$ cat src/include/cart_config.svh
`ifndef CART_CONFIG_SVH
`define CART_CONFIG_SVH

// SDRAM word address width
`define CART_ADDR_BITS 23

// Mapper indices from this count on fall back to NROM
`define CART_MAPPER_CNT 5

// Fixed SDRAM regions
// Menu PRG   7D0000  32KB
// Menu CHR   7D8000  32KB
// Work RAM   7E0000  128KB
`define CART_MENU_PRG_BASE 23'h7D0000
`define CART_MENU_CHR_BASE 23'h7D8000
`define CART_WRAM_BASE 23'h7E0000

// Request credits granted by the memory side after reset
`define CART_CREDIT_MAX 4

// Counter width that holds CART_CREDIT_MAX
`define CART_CREDIT_BITS 3

`endif
$ cat src/hdl/cart_pkg.sv
`default_nettype none

package cart_pkg;

    typedef enum logic {
        SRC_CPU = 1'b0,
        SRC_PPU = 1'b1
    } access_src_t;

    typedef enum logic [4:0] {
        MAP_MENU  = 5'd0,
        MAP_NROM  = 5'd1,
        MAP_UXROM = 5'd2,
        MAP_CNROM = 5'd3,
        MAP_AXROM = 5'd4
    } mapper_id_t;

    // What a bus access turns into after banking
    typedef enum logic [2:0] {
        KIND_NONE = 3'd0,
        KIND_PRG  = 3'd1,
        KIND_WRAM = 3'd2,
        KIND_CHR  = 3'd3,
        KIND_NT   = 3'd4
    } acc_kind_t;

    typedef struct packed {
        logic       chr_ram;
        logic       mirroring;  // 1 = vertical
        logic [4:0] size_log2;
        logic [4:0] select;
    } mapper_cfg_t;

    typedef struct packed {
        logic [10:0] reserved;
        logic        start_app;
    } switch_ctrl_t;

    // Host register word decoded by register address
    typedef union packed {
        mapper_cfg_t  cfg;
        switch_ctrl_t sw;
    } host_reg_u;

    localparam logic [3:0] REG_MAPPER = 4'd0;
    localparam logic [3:0] REG_SWITCH = 4'd1;

endpackage

`default_nettype wire

$ cat src/hdl/cart_mapper_top.sv
`timescale 1ns/10ps
`default_nettype none

`include "cart_config.svh"

module cart_mapper_top import cart_pkg::*; (
    input  logic                       clk,
    input  logic                       cpu_reset,

    // Host register port
    input  logic                       reg_valid,
    input  logic [3:0]                 reg_addr,
    input  host_reg_u                  reg_data,

    // Console bus accesses
    input  logic                       acc_valid,
    input  access_src_t                acc_src,
    input  logic [15:0]                acc_addr,
    input  logic                       acc_write,
    input  logic [7:0]                 acc_wdata,
    output logic                       acc_ready,

    // SDRAM requests
    output logic                       mem_req_valid,
    output logic [`CART_ADDR_BITS-1:0] mem_req_addr,
    output logic                       mem_req_write,
    output logic [7:0]                 mem_req_wdata,
    input  logic                       mem_credit,

    // CIRAM nametable select
    output logic                       ciram_valid,
    output logic                       ciram_a10
);

    mapper_id_t select;
    logic [4:0] size_log2;
    logic       mirroring;
    logic       chr_ram;
    logic       vector_fetch;
    logic       advance;

    logic                       t_valid;
    acc_kind_t                  t_kind;
    logic [`CART_ADDR_BITS-1:0] t_offset;
    logic                       t_write;
    logic [7:0]                 t_wdata;
    logic                       t_ciram_a10;

    logic                       p_valid;
    logic                       p_is_mem;
    logic [`CART_ADDR_BITS-1:0] p_addr;
    logic                       p_write;
    logic [7:0]                 p_wdata;
    logic                       p_ciram_a10;

    assign acc_ready = advance;

    cart_reg_file i_reg_file (
        .clk(clk),
        .cpu_reset(cpu_reset),
        .reg_valid(reg_valid),
        .reg_addr(reg_addr),
        .reg_data(reg_data),
        .vector_fetch(vector_fetch),
        .select(select),
        .size_log2(size_log2),
        .mirroring(mirroring),
        .chr_ram(chr_ram)
    );

    mapper_bank i_mapper_bank (
        .clk(clk),
        .cpu_reset(cpu_reset),
        .advance(advance),
        .acc_valid(acc_valid),
        .acc_src(acc_src),
        .acc_addr(acc_addr),
        .acc_write(acc_write),
        .acc_wdata(acc_wdata),
        .select(select),
        .mirroring(mirroring),
        .chr_ram(chr_ram),
        .vector_fetch(vector_fetch),
        .t_valid(t_valid),
        .t_kind(t_kind),
        .t_offset(t_offset),
        .t_write(t_write),
        .t_wdata(t_wdata),
        .t_ciram_a10(t_ciram_a10)
    );

    sdram_place i_sdram_place (
        .clk(clk),
        .cpu_reset(cpu_reset),
        .advance(advance),
        .t_valid(t_valid),
        .t_kind(t_kind),
        .t_offset(t_offset),
        .t_write(t_write),
        .t_wdata(t_wdata),
        .t_ciram_a10(t_ciram_a10),
        .select(select),
        .size_log2(size_log2),
        .p_valid(p_valid),
        .p_is_mem(p_is_mem),
        .p_addr(p_addr),
        .p_write(p_write),
        .p_wdata(p_wdata),
        .p_ciram_a10(p_ciram_a10)
    );

    mem_issue i_mem_issue (
        .clk(clk),
        .cpu_reset(cpu_reset),
        .p_valid(p_valid),
        .p_is_mem(p_is_mem),
        .p_addr(p_addr),
        .p_write(p_write),
        .p_wdata(p_wdata),
        .p_ciram_a10(p_ciram_a10),
        .mem_credit(mem_credit),
        .advance(advance),
        .mem_req_valid(mem_req_valid),
        .mem_req_addr(mem_req_addr),
        .mem_req_write(mem_req_write),
        .mem_req_wdata(mem_req_wdata),
        .ciram_valid(ciram_valid),
        .ciram_a10(ciram_a10)
    );

endmodule

`default_nettype wire

$ cat src/hdl/mem_issue.sv
`timescale 1ns/10ps
`default_nettype none

`include "cart_config.svh"

module mem_issue (
    input  logic                       clk,
    input  logic                       cpu_reset,
    input  logic                       p_valid,
    input  logic                       p_is_mem,
    input  logic [`CART_ADDR_BITS-1:0] p_addr,
    input  logic                       p_write,
    input  logic [7:0]                 p_wdata,
    input  logic                       p_ciram_a10,
    input  logic                       mem_credit,
    output logic                       advance,
    output logic                       mem_req_valid,
    output logic [`CART_ADDR_BITS-1:0] mem_req_addr,
    output logic                       mem_req_write,
    output logic [7:0]                 mem_req_wdata,
    output logic                       ciram_valid,
    output logic                       ciram_a10
);

    localparam int CW = `CART_CREDIT_BITS;

    logic [CW-1:0] credits;
    logic          mem_item;
    logic          issue;

    assign mem_item = p_valid && p_is_mem;
    assign issue = mem_item && credits != '0;

    // Whole pipeline freezes while a memory item has no credit
    assign advance = !mem_item || issue;

    assign mem_req_valid = issue;
    assign mem_req_addr  = p_addr;
    assign mem_req_write = p_write;
    assign mem_req_wdata = p_wdata;

    // Nametable selects go straight to CIRAM
    assign ciram_valid = p_valid && !p_is_mem;
    assign ciram_a10   = p_ciram_a10;

    always_ff @(posedge clk) begin
        if (cpu_reset) begin
            credits <= CW'(`CART_CREDIT_MAX);
        end else begin
            credits <= credits + CW'(mem_credit) - CW'(issue);
        end
    end

endmodule

`default_nettype wire

$ cat src/hdl/sdram_place.sv
`timescale 1ns/10ps
`default_nettype none

`include "cart_config.svh"

module sdram_place import cart_pkg::*; (
    input  logic                       clk,
    input  logic                       cpu_reset,
    input  logic                       advance,
    input  logic                       t_valid,
    input  acc_kind_t                  t_kind,
    input  logic [`CART_ADDR_BITS-1:0] t_offset,
    input  logic                       t_write,
    input  logic [7:0]                 t_wdata,
    input  logic                       t_ciram_a10,
    input  mapper_id_t                 select,
    input  logic [4:0]                 size_log2,
    output logic                       p_valid,
    output logic                       p_is_mem,
    output logic [`CART_ADDR_BITS-1:0] p_addr,
    output logic                       p_write,
    output logic [7:0]                 p_wdata,
    output logic                       p_ciram_a10
);

    localparam int AW = `CART_ADDR_BITS;

    // Configuration seen when the translate stage took its item
    mapper_id_t    t_select;
    logic [4:0]    t_size;
    logic          menu;
    logic [AW-1:0] prg_mask;
    logic [AW-1:0] chr_bit;
    logic [AW-1:0] addr;

    always_ff @(posedge clk) begin
        if (cpu_reset) begin
            t_select <= MAP_MENU;
            t_size   <= '0;
        end else if (advance) begin
            t_select <= select;
            t_size   <= size_log2;
        end
    end

    assign menu = t_select == MAP_MENU;
    assign prg_mask = ~({AW{1'b1}} << t_size);
    // CHR image sits right above PRG
    assign chr_bit = AW'(1) << t_size;

    always_comb begin
        case (t_kind)
            KIND_PRG:  addr = menu ? (t_offset | `CART_MENU_PRG_BASE) : (t_offset & prg_mask);
            KIND_CHR:  addr = menu ? (t_offset | `CART_MENU_CHR_BASE) : (t_offset | chr_bit);
            KIND_WRAM: addr = `CART_WRAM_BASE | AW'(t_offset[12:0]);
            default:   addr = t_offset;
        endcase
    end

    always_ff @(posedge clk) begin
        if (cpu_reset) begin
            p_valid <= 1'b0;
        end else if (advance) begin
            p_valid <= t_valid && t_kind != KIND_NONE;
        end
    end

    always_ff @(posedge clk) begin
        if (advance) begin
            p_is_mem    <= t_kind != KIND_NT;
            p_addr      <= addr;
            p_write     <= t_write;
            p_wdata     <= t_wdata;
            p_ciram_a10 <= t_ciram_a10;
        end
    end

endmodule

`default_nettype wire

$ cat src/hdl/mapper_bank.sv
`timescale 1ns/10ps
`default_nettype none

`include "cart_config.svh"

module mapper_bank import cart_pkg::*; (
    input  logic                       clk,
    input  logic                       cpu_reset,
    input  logic                       advance,
    input  logic                       acc_valid,
    input  access_src_t                acc_src,
    input  logic [15:0]                acc_addr,
    input  logic                       acc_write,
    input  logic [7:0]                 acc_wdata,
    input  mapper_id_t                 select,
    input  logic                       mirroring,
    input  logic                       chr_ram,
    output logic                       vector_fetch,
    output logic                       t_valid,
    output acc_kind_t                  t_kind,
    output logic [`CART_ADDR_BITS-1:0] t_offset,
    output logic                       t_write,
    output logic [7:0]                 t_wdata,
    output logic                       t_ciram_a10
);

    localparam int AW = `CART_ADDR_BITS;

    logic [3:0]  ux_bank;
    logic [1:0]  cn_bank;
    logic [2:0]  ax_bank;
    logic        ax_screen;
    logic        take;
    logic        bank_write;
    logic [13:0] ppu_addr;
    acc_kind_t   kind;
    logic [AW-1:0] offset;
    logic        a10;

    assign take = acc_valid && advance;
    assign ppu_addr = acc_addr[13:0];

    assign vector_fetch = take && acc_src == SRC_CPU && !acc_write
                          && acc_addr == 16'hFFFC;
    assign bank_write = take && acc_src == SRC_CPU && acc_write && acc_addr[15];

    // Bank registers of the running mapper
    always_ff @(posedge clk) begin
        if (cpu_reset) begin
            ux_bank   <= '0;
            cn_bank   <= '0;
            ax_bank   <= '0;
            ax_screen <= 1'b0;
        end else if (bank_write) begin
            case (select)
                MAP_UXROM: ux_bank <= acc_wdata[3:0];
                MAP_CNROM: cn_bank <= acc_wdata[1:0];
                MAP_AXROM: begin
                    ax_bank   <= acc_wdata[2:0];
                    ax_screen <= acc_wdata[4];
                end
                default: begin
                end
            endcase
        end
    end

    always_comb begin
        kind = KIND_NONE;
        offset = '0;

        // Vertical mirroring follows A10, horizontal follows A11
        if (select == MAP_AXROM) begin
            a10 = ax_screen;
        end else begin
            a10 = mirroring ? ppu_addr[10] : ppu_addr[11];
        end

        if (acc_src == SRC_CPU) begin
            if (acc_addr[15:13] == 3'b011) begin
                kind = KIND_WRAM;
                offset = AW'(acc_addr[12:0]);
            end else if (acc_addr[15] && !acc_write) begin
                kind = KIND_PRG;
                case (select)
                    MAP_UXROM: begin
                        // Upper half is fixed to the last bank
                        if (acc_addr[14]) begin
                            offset = AW'({4'hF, acc_addr[13:0]});
                        end else begin
                            offset = AW'({ux_bank, acc_addr[13:0]});
                        end
                    end
                    MAP_AXROM: offset = AW'({ax_bank, acc_addr[14:0]});
                    default:   offset = AW'(acc_addr[14:0]);
                endcase
            end
        end else if (!ppu_addr[13]) begin
            // Pattern writes only reach CHR RAM
            if (!acc_write || chr_ram) begin
                kind = KIND_CHR;
                if (select == MAP_CNROM) begin
                    offset = AW'({cn_bank, ppu_addr[12:0]});
                end else begin
                    offset = AW'(ppu_addr[12:0]);
                end
            end
        end else if (ppu_addr[13:8] != 6'h3F) begin
            kind = KIND_NT;
        end
    end

    always_ff @(posedge clk) begin
        if (cpu_reset) begin
            t_valid <= 1'b0;
        end else if (advance) begin
            t_valid <= acc_valid;
        end
    end

    always_ff @(posedge clk) begin
        if (advance) begin
            t_kind      <= kind;
            t_offset    <= offset;
            t_write     <= acc_write;
            t_wdata     <= acc_wdata;
            t_ciram_a10 <= a10;
        end
    end

endmodule

`default_nettype wire

$ cat src/hdl/cart_reg_file.sv
`timescale 1ns/10ps
`default_nettype none

`include "cart_config.svh"

module cart_reg_file import cart_pkg::*; (
    input  logic       clk,
    input  logic       cpu_reset,
    input  logic       reg_valid,
    input  logic [3:0] reg_addr,
    input  host_reg_u  reg_data,
    input  logic       vector_fetch,
    output mapper_id_t select,
    output logic [4:0] size_log2,
    output logic       mirroring,
    output logic       chr_ram
);

    mapper_id_t active_sel;
    mapper_id_t pending_sel;
    logic       armed;
    logic       switch_now;

    // Unknown mapper numbers run as NROM
    function automatic mapper_id_t decode_select(input logic [4:0] raw);
        mapper_id_t id;
        if (raw < 5'(`CART_MAPPER_CNT)) begin
            id = mapper_id_t'(raw);
        end else begin
            id = MAP_NROM;
        end
        return id;
    endfunction

    // Switch happens in the very cycle the reset vector is fetched
    assign switch_now = armed && vector_fetch;
    assign select = switch_now ? pending_sel : active_sel;

    always_ff @(posedge clk) begin
        if (cpu_reset) begin
            active_sel  <= MAP_MENU;
            pending_sel <= MAP_MENU;
            armed       <= 1'b0;
            size_log2   <= '0;
            mirroring   <= 1'b0;
            chr_ram     <= 1'b0;
        end else begin
            if (switch_now) begin
                active_sel <= pending_sel;
                armed      <= 1'b0;
            end

            if (reg_valid) begin
                case (reg_addr)
                    REG_MAPPER: begin
                        pending_sel <= decode_select(reg_data.cfg.select);
                        size_log2   <= reg_data.cfg.size_log2;
                        mirroring   <= reg_data.cfg.mirroring;
                        chr_ram     <= reg_data.cfg.chr_ram;
                    end
                    REG_SWITCH: begin
                        // The reset vector fetch disarms it again
                        if (reg_data.sw.start_app) begin
                            armed <= 1'b1;
                        end
                    end
                    default: begin
                    end
                endcase
            end
        end
    end

endmodule

`default_nettype wire

$ cat config.mk
export PLATFORM = sky130hd
export DESIGN_NAME = cart_mapper_top
export DESIGN_NICKNAME = d
export VERILOG_FILES = /design/src/hdl/cart_pkg.sv /design/src/hdl/cart_mapper_top.sv /design/src/hdl/mem_issue.sv /design/src/hdl/sdram_place.sv /design/src/hdl/mapper_bank.sv /design/src/hdl/cart_reg_file.sv
export VERILOG_INCLUDE_DIRS = /design/src /design/src/include
export SDC_FILE = /design/constraint.sdc
export NUM_CORES = 1
export LEC_CHECK = 0
export ABC_AREA = 1
export BUFFER_PORTS_ARGS = -buffer_cell sky130_fd_sc_hd__buf_2
export CORE_MARGIN = 2
export CORE_UTILIZATION = 40
export CTS_CLUSTER_DIAMETER = 150
export DETAILED_ROUTE_END_ITERATION = 8
export SYNTH_ARGS = -nofsm -noshare
export SYNTH_HDL_FRONTEND = slang
export SYNTH_HIERARCHICAL = 1
export SYNTH_SLANG_ARGS = --single-unit
$ cat constraint.sdc
create_clock -name clk -period 7.7 [get_ports clk]
set_clock_uncertainty 0.1 [all_clocks]
set_input_delay 0.385 -clock clk [delete_from_list [all_inputs] [get_ports clk]]
set_output_delay 0.385 -clock clk [all_outputs]
set_load 0.05 [all_outputs]
# ---- After elaboration in Yosys (flattened, before gate mapping)
# Index checks and enable logic that the tools add are counted.
dict set report totals {
  register_bits 113
  output_inout_bits 36
  wordCells 95
  in_bits 47
}
dict set report classes {
  n_addsub 2
  mux 25
  order_cmp 1
  bitwise 4
  shifts 2
  eq_ne 11
  reduce_logical 25
}
# operator n
set ops {}
lappend ops {{two-way mux 23 bit} 7}
lappend ops {{one-hot mux 23 bit (3 select lines)} 1}
lappend ops {{one-hot mux 18 bit (2 select lines)} 1}
lappend ops {{AND 23 bit} 1}
lappend ops {{inverter 23 bit} 1}
lappend ops {{OR 23 bit} 1}
lappend ops {{<< shifter 1 x 5 -> 23 bit (first input constant)} 1}
lappend ops {{<< shifter 23 x 5 -> 23 bit (first input constant)} 1}
lappend ops {{two-way mux 18 bit} 1}
lappend ops {{equality test 16 bit (second input constant)} 1}
lappend ops {{two-way mux 15 bit} 1}
lappend ops {{logical AND 1 bit} 12}
lappend ops {{two-way mux 3 bit} 4}
lappend ops {{equality test 5 x 2 -> 1 bit (second input constant)} 2}
lappend ops {{two-way mux 5 bit} 2}
lappend ops {{equality test 3 x 2 -> 1 bit (second input constant)} 3}
lappend ops {{AND reduction 2 bit} 4}
lappend ops {{two-way mux 1 bit} 7}
lappend ops {{inequality test 6 bit (second input constant)} 1}
lappend ops {{nonzero test 3 bit} 2}
lappend ops {{equality test 5 x 3 -> 1 bit (second input constant)} 1}
lappend ops {{logical NOT 5 bit} 1}
lappend ops {{less-than comparator 5 x 3 -> 1 bit (second input constant)} 1}
lappend ops {{equality test 4 x 1 -> 1 bit (second input constant)} 1}
lappend ops {{9 further kinds} 12}

# ---- Depth between registers and ports, before layout
# Gate-level depths: netlist (run 1).
dict set report depth {
  ltp_word 14
  ltp_mapped 19
  ltp_nobuf 19
}

# ---- Modules after synthesis
# The synthesis (run 1) kept the hierarchy.
# mod seq_area_each_um2 cells_per_inst area_each_um2 instances
set by_module_without_submodules {}
lappend by_module_without_submodules {sdram_place 1241.2 259 2287.2 1}
lappend by_module_without_submodules {mapper_bank 1151.1 200 1851.8 1}
lappend by_module_without_submodules {cart_reg_file 360.3 106 812.0 1}
lappend by_module_without_submodules {mem_issue 60.1 62 452.9 1}

# ---- Worst setup path after synthesis (run 1)
# No wires, ideal clock.
dict set report synth_timing {
  path_type {register to register}
  startpoint {register i_mem_issue.credits[1]}
  endpoint {register i_mapper_bank.t_ciram_a10 (data pin)}
  arrival_ps 5090
  synth_period_minus_slack_ps 5452
  path_buffers 0
  stages_incl_launch_ff 17
  slack_ps 2248
  setup_ps 262
  required_time_ps 7338
  cell_sequence {dfxtp_1 > inv_2 > nand2_2 > inv_2 > nand4_1 > nand3_1 > nor2_1 > nand2_1 > nor2_1 > nand2_1 > nand2_1 > o21ai_1 > inv_1 > nor2_1 > inv_2 > nor2_4 > o21ai_0}
}
dict set report synth_between {
  elab_chain_cells 11
}
# item line_no
set synth_lines {}
lappend synth_lines {{start, declared} mem_issue.sv:27} ;# logic [CW-1:0] credits;
lappend synth_lines {{start signal, assigned} mem_issue.sv:48} ;# credits <= CW'(`CART_CREDIT_MAX);
lappend synth_lines {{start signal, assigned} mem_issue.sv:50} ;# credits <= credits + CW'(mem_credit) - CW'(issue);
lappend synth_lines {{nonzero test 3 bit} mem_issue.sv:32} ;# assign issue = mem_item && credits != '0;
lappend synth_lines {{logical AND 1 bit} mem_issue.sv:32}
lappend synth_lines {{logical OR 1 bit} mem_issue.sv:35} ;# assign advance = !mem_item || issue;
lappend synth_lines {{net acc_ready} cart_mapper_top.sv:21} ;# output logic acc_ready,
lappend synth_lines {{logical AND 1 bit} mapper_bank.sv:40} ;# assign take = acc_valid && advance;
lappend synth_lines {{logical AND 1 bit (2 in a row)} mapper_bank.sv:43} ;# assign vector_fetch = take && acc_src == SRC_CPU && !acc_write
lappend synth_lines {{logical AND 1 bit} mapper_bank.sv:44} ;# && acc_addr == 16'hFFFC;
lappend synth_lines {{net vector_fetch} cart_mapper_top.sv:39} ;# logic vector_fetch;
lappend synth_lines {{logical AND 1 bit} cart_reg_file.sv:36} ;# assign switch_now = armed && vector_fetch;
lappend synth_lines {{two-way mux 5 bit} cart_reg_file.sv:37} ;# assign select = switch_now ? pending_sel : active_sel;
lappend synth_lines {{net select[4]} cart_mapper_top.sv:35} ;# mapper_id_t select;
lappend synth_lines {{equality test 5 x 3 -> 1 bit} mapper_bank.sv:73} ;# if (select == MAP_AXROM) begin
lappend synth_lines {{two-way mux 1 bit} mapper_bank.sv:73}
lappend synth_lines {{net i_mapper_bank.a10} mapper_bank.sv:38} ;# logic a10;
lappend synth_lines {{end signal, assigned} mapper_bank.sv:127} ;# t_ciram_a10 <= a10;
lappend synth_lines {{end, declared} mapper_bank.sv:24} ;# output logic t_ciram_a10
# The timed path passes the listed nets, and every way through them passes these cells.
# A chain may end at the register's enable or synchronous reset.

# ---- Worst setup path after layout (run 1)
dict set report layout_timing {
  startpoint {register i_mem_issue.credits[1]}
  endpoint {register i_mapper_bank.t_ciram_a10 (data pin)}
}
dict set report layout_between {
  elab_chain_cells 11
}
# item line_no
set layout_lines {}
lappend layout_lines {{nonzero test 3 bit} mem_issue.sv:32}
lappend layout_lines {{logical AND 1 bit} mem_issue.sv:32}
lappend layout_lines {{logical OR 1 bit} mem_issue.sv:35}
lappend layout_lines {{logical AND 1 bit} mapper_bank.sv:40}
lappend layout_lines {{logical AND 1 bit (2 in a row)} mapper_bank.sv:43}
lappend layout_lines {{logical AND 1 bit} mapper_bank.sv:44}
lappend layout_lines {{net vector_fetch} cart_mapper_top.sv:39}
lappend layout_lines {{logical AND 1 bit} cart_reg_file.sv:36}
lappend layout_lines {{two-way mux 5 bit} cart_reg_file.sv:37}
lappend layout_lines {{net select[4]} cart_mapper_top.sv:35}
lappend layout_lines {{equality test 5 x 3 -> 1 bit} mapper_bank.sv:73}
lappend layout_lines {{two-way mux 1 bit} mapper_bank.sv:73}
lappend layout_lines {{net i_mapper_bank.a10} mapper_bank.sv:38}
# The timed path passes the listed nets, and every way through them passes these cells.

==> impl_results.md, run 1 <==
- DRT iter0 DRCs: 204
- DRC: 0
- WP data arrival: 2.80 ns
- ANT nets after route: 0
- Yosys warning count: 6
- Final Hold Fails: 0
- Clk buf depth: 2
- Top-level port count: 83
- WL final: 11570 um
- Dominant cell type by area after synthesis: edfxtp_1
- Port Buffers: 82
- FF-to-FF Start: i_mem_issue/credits[1]$_SDFF_PP0_
- Hold_sp: acc_wdata[7]
- Share of layout cells above drive strength 1: 22.24%
- P per Cell Area: 211.3 nW/um2
- Tightest Pin Transition: 0.8713 ns
- Pin count of the biggest net entering global routing: 76
- Placer Congestion: 0.8967
- Finished Layout Cells: 855
- Design Power: 1.253 mW
- # nets final: 724
- Antenna diodes: 0
- CP required: 7.67 ns
- Initial antenna violation count: 0
- Async S/R FF share, synth: 0%
- P_sw: 335.0 uW
- Area grow syn2layout: 9.701%
- Slew HR: 41.91%
- Sequential share of the synthesized area: 52.05%
- Setup TNS: 0 ns
- Int Pwr: 917.7 uW
- Largest cells by area after synthesis: edfxtp_1 (36%), dfxtp_1 (16%), nand2_1 (8.3%)
- Netlist cell types: 37
- Clock Sinks: 108
- H-tree levels: 3
- Combinational power share: 13.9%
- Worst-skew pair later-pin latency: 0.35 ns
- Post-synth EDFFs: 65
- Tmin final: 2.825 ns
- Syn avg cell area: 8.619 um2
- CTS Hold Bufs: 0
- Starting density of the core: 40.81%
- Yosys reg bits: 108
- Worst R2R End: i_mapper_bank/t_ciram_a10$_DFFE_PP_
- Clock Power Share: 33.5%
- Unrepaired setup endpoints after global routing: no
- Cts repair resizes: 0
- Die area: 14460 um2
- Fin. max-slew vios: 0
- Top-count cell post-synth: nand2_1
- Die Wd: 120.2 um
- Placed cell count: 839
- Max-cap check violation count: 0
- Grt ovf: 0
- Leakage Power: 2.729 nW
- Commonest cells post-synth: nand2_1 (119), nor2_1 (82), inv_1 (76), edfxtp_1 (65), nand3_1 (49)
- Post CTS Setup Buffer Count: 0
- Chip height: 120.2 um
- Reg2reg setup slack: 4.87 ns
- FP Rows: 42
- CTS Root Cell: clkbuf_16
- Hold endpoint: i_mapper_bank/t_wdata[7]$_DFFE_PP_
- Kind of end point of the critical path: register
- Vias in the first global route: 3914
- Maximum clock rate: 353.9 MHz
- First-pass GRT wire length: 18570 um
- Number of iterations in the first detailed-routing pass: 4
- Worst vdd ir: 0.0001072 V
- Top FF cell, synth: edfxtp_1
- Total GRT Usage: 16.65%
- Crit path launch type: register
- Crit Path Category: reg -> reg
- TritonCTS buffer count: 9
- Status: complete, no violations
- TritonCTS clock tree: built
- Core Region: 13240 um2
- DR vias: 4031
- Setup-failing EPs final: 0
- Hold Path Class: in -> reg
- Wire per inst: 13.53 um
- Mapped Cells: 627
- WHS Path Cells: 1
- Worst Reg2Reg Path Length in Cells: 15
- CTS clock-pin slew for the worst setup and hold paths: 0.07 ns
- Worst-path fanout max: 10
- Flop pwr share: 52.7%
- Synth Cell Area: 5404 um2
- Dpl hpwl: 8847 um
- Post-synth top area share: 36.12%
- Period utilization: 36.69%
- Routed vias/inst: 4.715
- Sw Ratio: 26.74%
[metrics by stage]
stage | util, % | hold slack, ns | setup slack (ns) | instance area [um2]
global placement | 42.78 | 0.3028 | 5.095 | 5665
detailed placement | 42.78 | 0.3063 | 4.901 | 5665
CTS | 44.77 | 0.09076 | 4.877 | 5928
floorplan | - | 0.3003 | 2.248 | 5419
global route | 44.77 | 0.08957 | 4.602 | 5928
finish | 44.77 | 0.1030 | 4.875 | 5928
[worst max path at each step]
stage	slack, ns	endpoint	depth (start not counted)	start
finish	4.87	i_mapper_bank/t_ciram_a10$_DFFE_PP_	15	i_mem_issue/credits[1]$_SDFF_PP0_
CTS	4.88	i_mapper_bank/t_ciram_a10$_DFFE_PP_	15	i_mem_issue/credits[1]$_SDFF_PP0_
floorplan	2.25	i_mapper_bank/t_ciram_a10$_DFFE_PP_	16	i_mem_issue/credits[1]$_SDFF_PP0_
global route	4.60	i_mapper_bank/t_offset[15]$_SDFFCE_PP0P_	16	i_mem_issue/credits[1]$_SDFF_PP0_
detailed placement	4.90	i_mapper_bank/t_ciram_a10$_DFFE_PP_	15	i_mem_issue/credits[1]$_SDFF_PP0_
global placement	5.10	i_mapper_bank/t_ciram_a10$_DFFE_PP_	14	acc_addr[15]
[cells in the final DEF, fill, tap and decap left out, drive strengths merged]
| cell type | Yosys | final |
|---|---|---|
| o21ai | 47 | 47 |
| inv | 86 | 86 |
| edfxtp | 65 | 65 |
| and3 | 1 | 1 |
| nor3 | 6 | 6 |
| a21oi | 28 | 28 |
| nand3b | 3 | 3 |
| dfxtp | 43 | 43 |
| clkinv | 3 | 6 |
| fa | 1 | 1 |
| ha | 2 | 2 |
| nand3 | 53 | 53 |
| clkbuf | 1 | 13 |
| nand2 | 133 | 133 |
| conb | 1 | 5 |
| or2 | 3 | 3 |
| a21o | 1 | 1 |
| nand4 | 5 | 5 |
| buf | 50 | 83 |
| nor2 | 95 | 95 |
[sequential cells by signal (all words and copies together) (netlist names), 2 cells and up]
register and count:
i_mapper_bank/ax_bank 3, i_mapper_bank/t_wdata 8, i_sdram_place/t_select 5, i_mapper_bank/t_offset 18, i_mapper_bank/ux_bank 4, i_sdram_place/t_size 5
i_reg_file/active_sel 5, i_mem_issue/credits 3, i_reg_file/size_log2 5, i_sdram_place/p_wdata 8, i_mapper_bank/cn_bank 2, i_mapper_bank/t_kind 3
i_reg_file/pending_sel 5, i_sdram_place/p_addr 23
[logic make-up after synthesis]
family	synth area share (%)
flip-flops	52.05
other	0.06939
AO/OA/AOI/OAI	7.872
buffers and inverters	13.52
AND/OR/NAND/NOR	25.65
adder cells (fa/ha/maj)	0.8335
[cell type report]
class | instances | area (um2)
tap | 176 | 220.2
clock inverter | 3 | 12.51
multi-input combinational | 383 | 1876
fill | 1347 | 7315
timing repair buffer | 83 | 417.9
inverter | 89 | 339.1
sequential | 108 | 2813
clock buffer | 13 | 250.2
[routing by layer]
layer / vias up / GRT usage (%) / wire length [um]
li1: 2066 / - / -
met1: 1858 / 19.76 / 4959
met2: 86 / 29.01 / 5810
met3: 21 / 3.726 / 494
met4: 0 / 7.122 / 301
met5: - / 0 / 0
[power groups by stage]
stage | registers, mW | logic (mW) | clock network, mW
final | 0.660 | 0.174 | 0.419
after global routing | 0.663 | 0.188 | 0.457
after CTS | 0.660 | 0.175 | 0.432
after floorplan | 0.669 | 0.152 | 0
after global placement | 0.671 | 0.171 | 0
after detailed placement | 0.673 | 0.175 | 0
[critical path, stage by stage (launching register included)]
cell and delay, ns:
dfxtp_1 0.40, inv_2 0.06, nand2_2 0.08, inv_2 0.04, nand4_1 0.10, nand3_1 0.16
nor2_1 0.14, nand2_1 0.06, nor2_1 0.14, nand2_1 0.22, o21ai_1 0.25, inv_1 0.13
nor2_1 0.23, inv_2 0.10, nor2_4 0.20, o21ai_0 0.12
Note: power is estimated with default switching activity, not from simulation.
==> inputs of run 2 (changes only) <==
==> constraint.sdc (replaced) <==
create_clock -name clk -period 2.3 [get_ports clk]
set_clock_uncertainty 0.1 [all_clocks]
set_input_delay 0.115 -clock clk [delete_from_list [all_inputs] [get_ports clk]]
set_output_delay 0.115 -clock clk [all_outputs]
set_load 0.05 [all_outputs]
==> impl_results.md, run 2 (same netlist as run 1, synthesis figures left out) <==
- Status: finished with violations
- Failing checks: setup timing
- Crit Path Category: reg -> reg
- TritonCTS buffer count: 9
- Number of iterations in the first detailed-routing pass: 5
- Hold Path Class: in -> reg
- Final Hold Fails: 0
- Worst hold slack: 0.006584 ns
- DR vias: 4301
- Design Power: 4.291 mW
- Pre-CTS setup slack: -0.2216 ns
- Worst-skew pair later-pin latency: 0.35 ns
- Period utilization: 104.5%
- Initial antenna violation count: 0
- Chip height: 120.2 um
- Wire per inst: 13.19 um
- Placer Congestion: 0.8904
- First-pass GRT wire length: 19440 um
- Setup-failing EPs final: 8
- CP cell instances: inv_2 > nand2_2 > inv_2 > nand4_1 > nand3_1 > nor2_1 > nand2_1 > nor2_4 > nand2_4 > o21ai_4 > inv_2 > nor2_4 > nand2_2 > nor2_4 > nand2_1 > a21oi_2
- Leakage Power: 3.021 nW
- Maximum clock rate: 416.0 MHz
- Fill count: 1255
- Clock Sinks: 108
- Slowest stage delay, CP: 0.33 ns
- FF-to-FF Start: i_mem_issue/credits[1]$_SDFF_PP0_
- Sw Ratio: 26.91%
- CP max-delay cell: dfxtp_2
- Vias in the first global route: 4160
- Grt ovf: 0
- Reg2reg setup slack: -0.10 ns
- Worst Reg2Reg Path Length in Cells: 16
- Share of layout cells above drive strength 1: 28.86%
- Antenna diodes: 0
- CTS clock-pin slew for the worst setup and hold paths: 0.07 ns
- Flop pwr share: 51.4%
- Post-Route Utilization: 49.71%
- Routed vias/inst: 4.706
- Crit path launch type: register
- Worst R2R End: i_mapper_bank/t_offset[15]$_SDFFCE_PP0P_
- Fin. max-slew vios: 0
- Max-cap check violation count: 0
- Core Region: 13240 um2
- Tightest Pin Transition: 0.5718 ns
- Cell area after layout: 6583 um2
- WL final: 12060 um
- Unrepaired setup endpoints after global routing: yes
- CP required: 2.41 ns
- Worst vdd ir: 0.0003323 V
- WP data arrival: 2.51 ns
- Top-level port count: 83
- Placed Area: 5809 um2
- Clock Power Share: 32.4%
- CTS Root Cell: clkbuf_16
- Combinational power share: 16.2%
- Top Registers: i_sdram_place/p_addr: 23 flops, i_mapper_bank/t_offset: 18 flops
- Register name with the most flops: i_sdram_place/p_addr
- P per Cell Area: 651.8 nW/um2
- Int Pwr: 3.136 mW
- TritonCTS clock tree: built
- Commonest non-fill, non-tap cells in the layout: nand2_1 (114), buf_2 (82), nor2_1 (74), inv_1 (71), edfxtp_1 (65)
- Die area: 14460 um2
- Tmin final: 2.404 ns
- # nets final: 783
- Clk buf depth: 2
- Pin count of the biggest net entering global routing: 76
- Die Wd: 120.2 um
- Starting density of the core: 40.81%
- Hold_sp: acc_addr[10]
- P_sw: 1.154 mW
- Hold endpoint: i_mapper_bank/t_offset[10]$_DFFE_PP_
- Total GRT Usage: 17.10%
- Setup slack after layout: -0.1037 ns
- Slew HR: 61.59%
- Port Buffers: 82
- Area grow syn2layout: 21.81%
- ANT nets after route: 0
- FP Rows: 42
- DRT iter0 DRCs: 207
- Number of flip-flops in the largest register: 23
- Dpl hpwl: 8675 um
- Kind of end point of the critical path: register
- Commonest non-fill, non-tap cell in the layout: nand2_1
- WHS Path Cells: 3
- H-tree levels: 3
- DRC: 0
- Worst-path fanout max: 8
run 2: final cells by class:
type,instances,area (um2),share of cell area [%]
sequential,108,2815,42.77
multi-input combinational,385,2032,30.87
timing repair buffer,140,918.4,13.95
inverter,89,341.6,5.189
clock buffer,14,244.0,3.707
tap,176,220.2,3.345
clock inverter,2,11.26,0.1711
run 2: power groups by stage:
stage / Sequential [mW] / Combinational, mW / Clock (mW)
final: 2.21 / 0.694 / 1.39
after global routing: 2.22 / 0.752 / 1.51
after CTS: 2.21 / 0.668 / 1.44
after detailed placement: 2.25 / 0.616 / 0
after global placement: 2.24 / 0.604 / 0
after floorplan: 2.24 / 0.511 / 0
run 2: through the flow:
stage | instances | TNS [ns]
after floorplan | 631 | -211.02
after global placement | 857 | -0.6493
after detailed placement | 857 | -2.639
after CTS | 907 | -0.3234
after global routing | 914 | -2.353
final | 914 | -0.3616
run 2: per-layer routing:
layer	GRT usage (%)	wire length, um	vias up
li1	-	-	2192
met1	20.52	5189	1996
met2	30.11	6179	97
met3	2.594	420	16
met4	7.994	268	0
met5	0	0	-
run 2: worst max-delay path by stage:
stage | from | end | depth (start not counted)
2_1_floorplan | i_mem_issue/credits[1]$_SDFF_PP0_ | i_mapper_bank/t_offset[15]$_SDFFCE_PP0P_ | 17
3_3_place_gp | i_mem_issue/credits[2]$_SDFF_PP1_ | i_mapper_bank/t_offset[14]$_DFFE_PP_ | 18
3_5_place_dp | i_mem_issue/credits[2]$_SDFF_PP1_ | i_mapper_bank/t_offset[15]$_SDFFCE_PP0P_ | 16
4_1_cts | i_mem_issue/credits[2]$_SDFF_PP1_ | i_mapper_bank/t_offset[14]$_DFFE_PP_ | 18
5_1_grt | i_mem_issue/credits[1]$_SDFF_PP0_ | i_mapper_bank/t_offset[15]$_SDFFCE_PP0P_ | 16
6_report | i_mem_issue/credits[1]$_SDFF_PP0_ | i_mapper_bank/t_offset[15]$_SDFFCE_PP0P_ | 16
run 2: critical path, delay by kind of cell (launching register included):
kind            cells  cell delay [ns]
buf+inv             3             0.16
compound gates      2             0.32
simple gates       11             1.35
flops               1             0.33
run 2: repair_timing:
action,4_1_cts,5_1_grt
endpoints found under the hold margin,26,0
resized for setup,22,19
pin swaps,17,16
cloned,2,0
buffers inserted,6,7
endpoints found under the setup margin,17,17
hold buffers,26,0
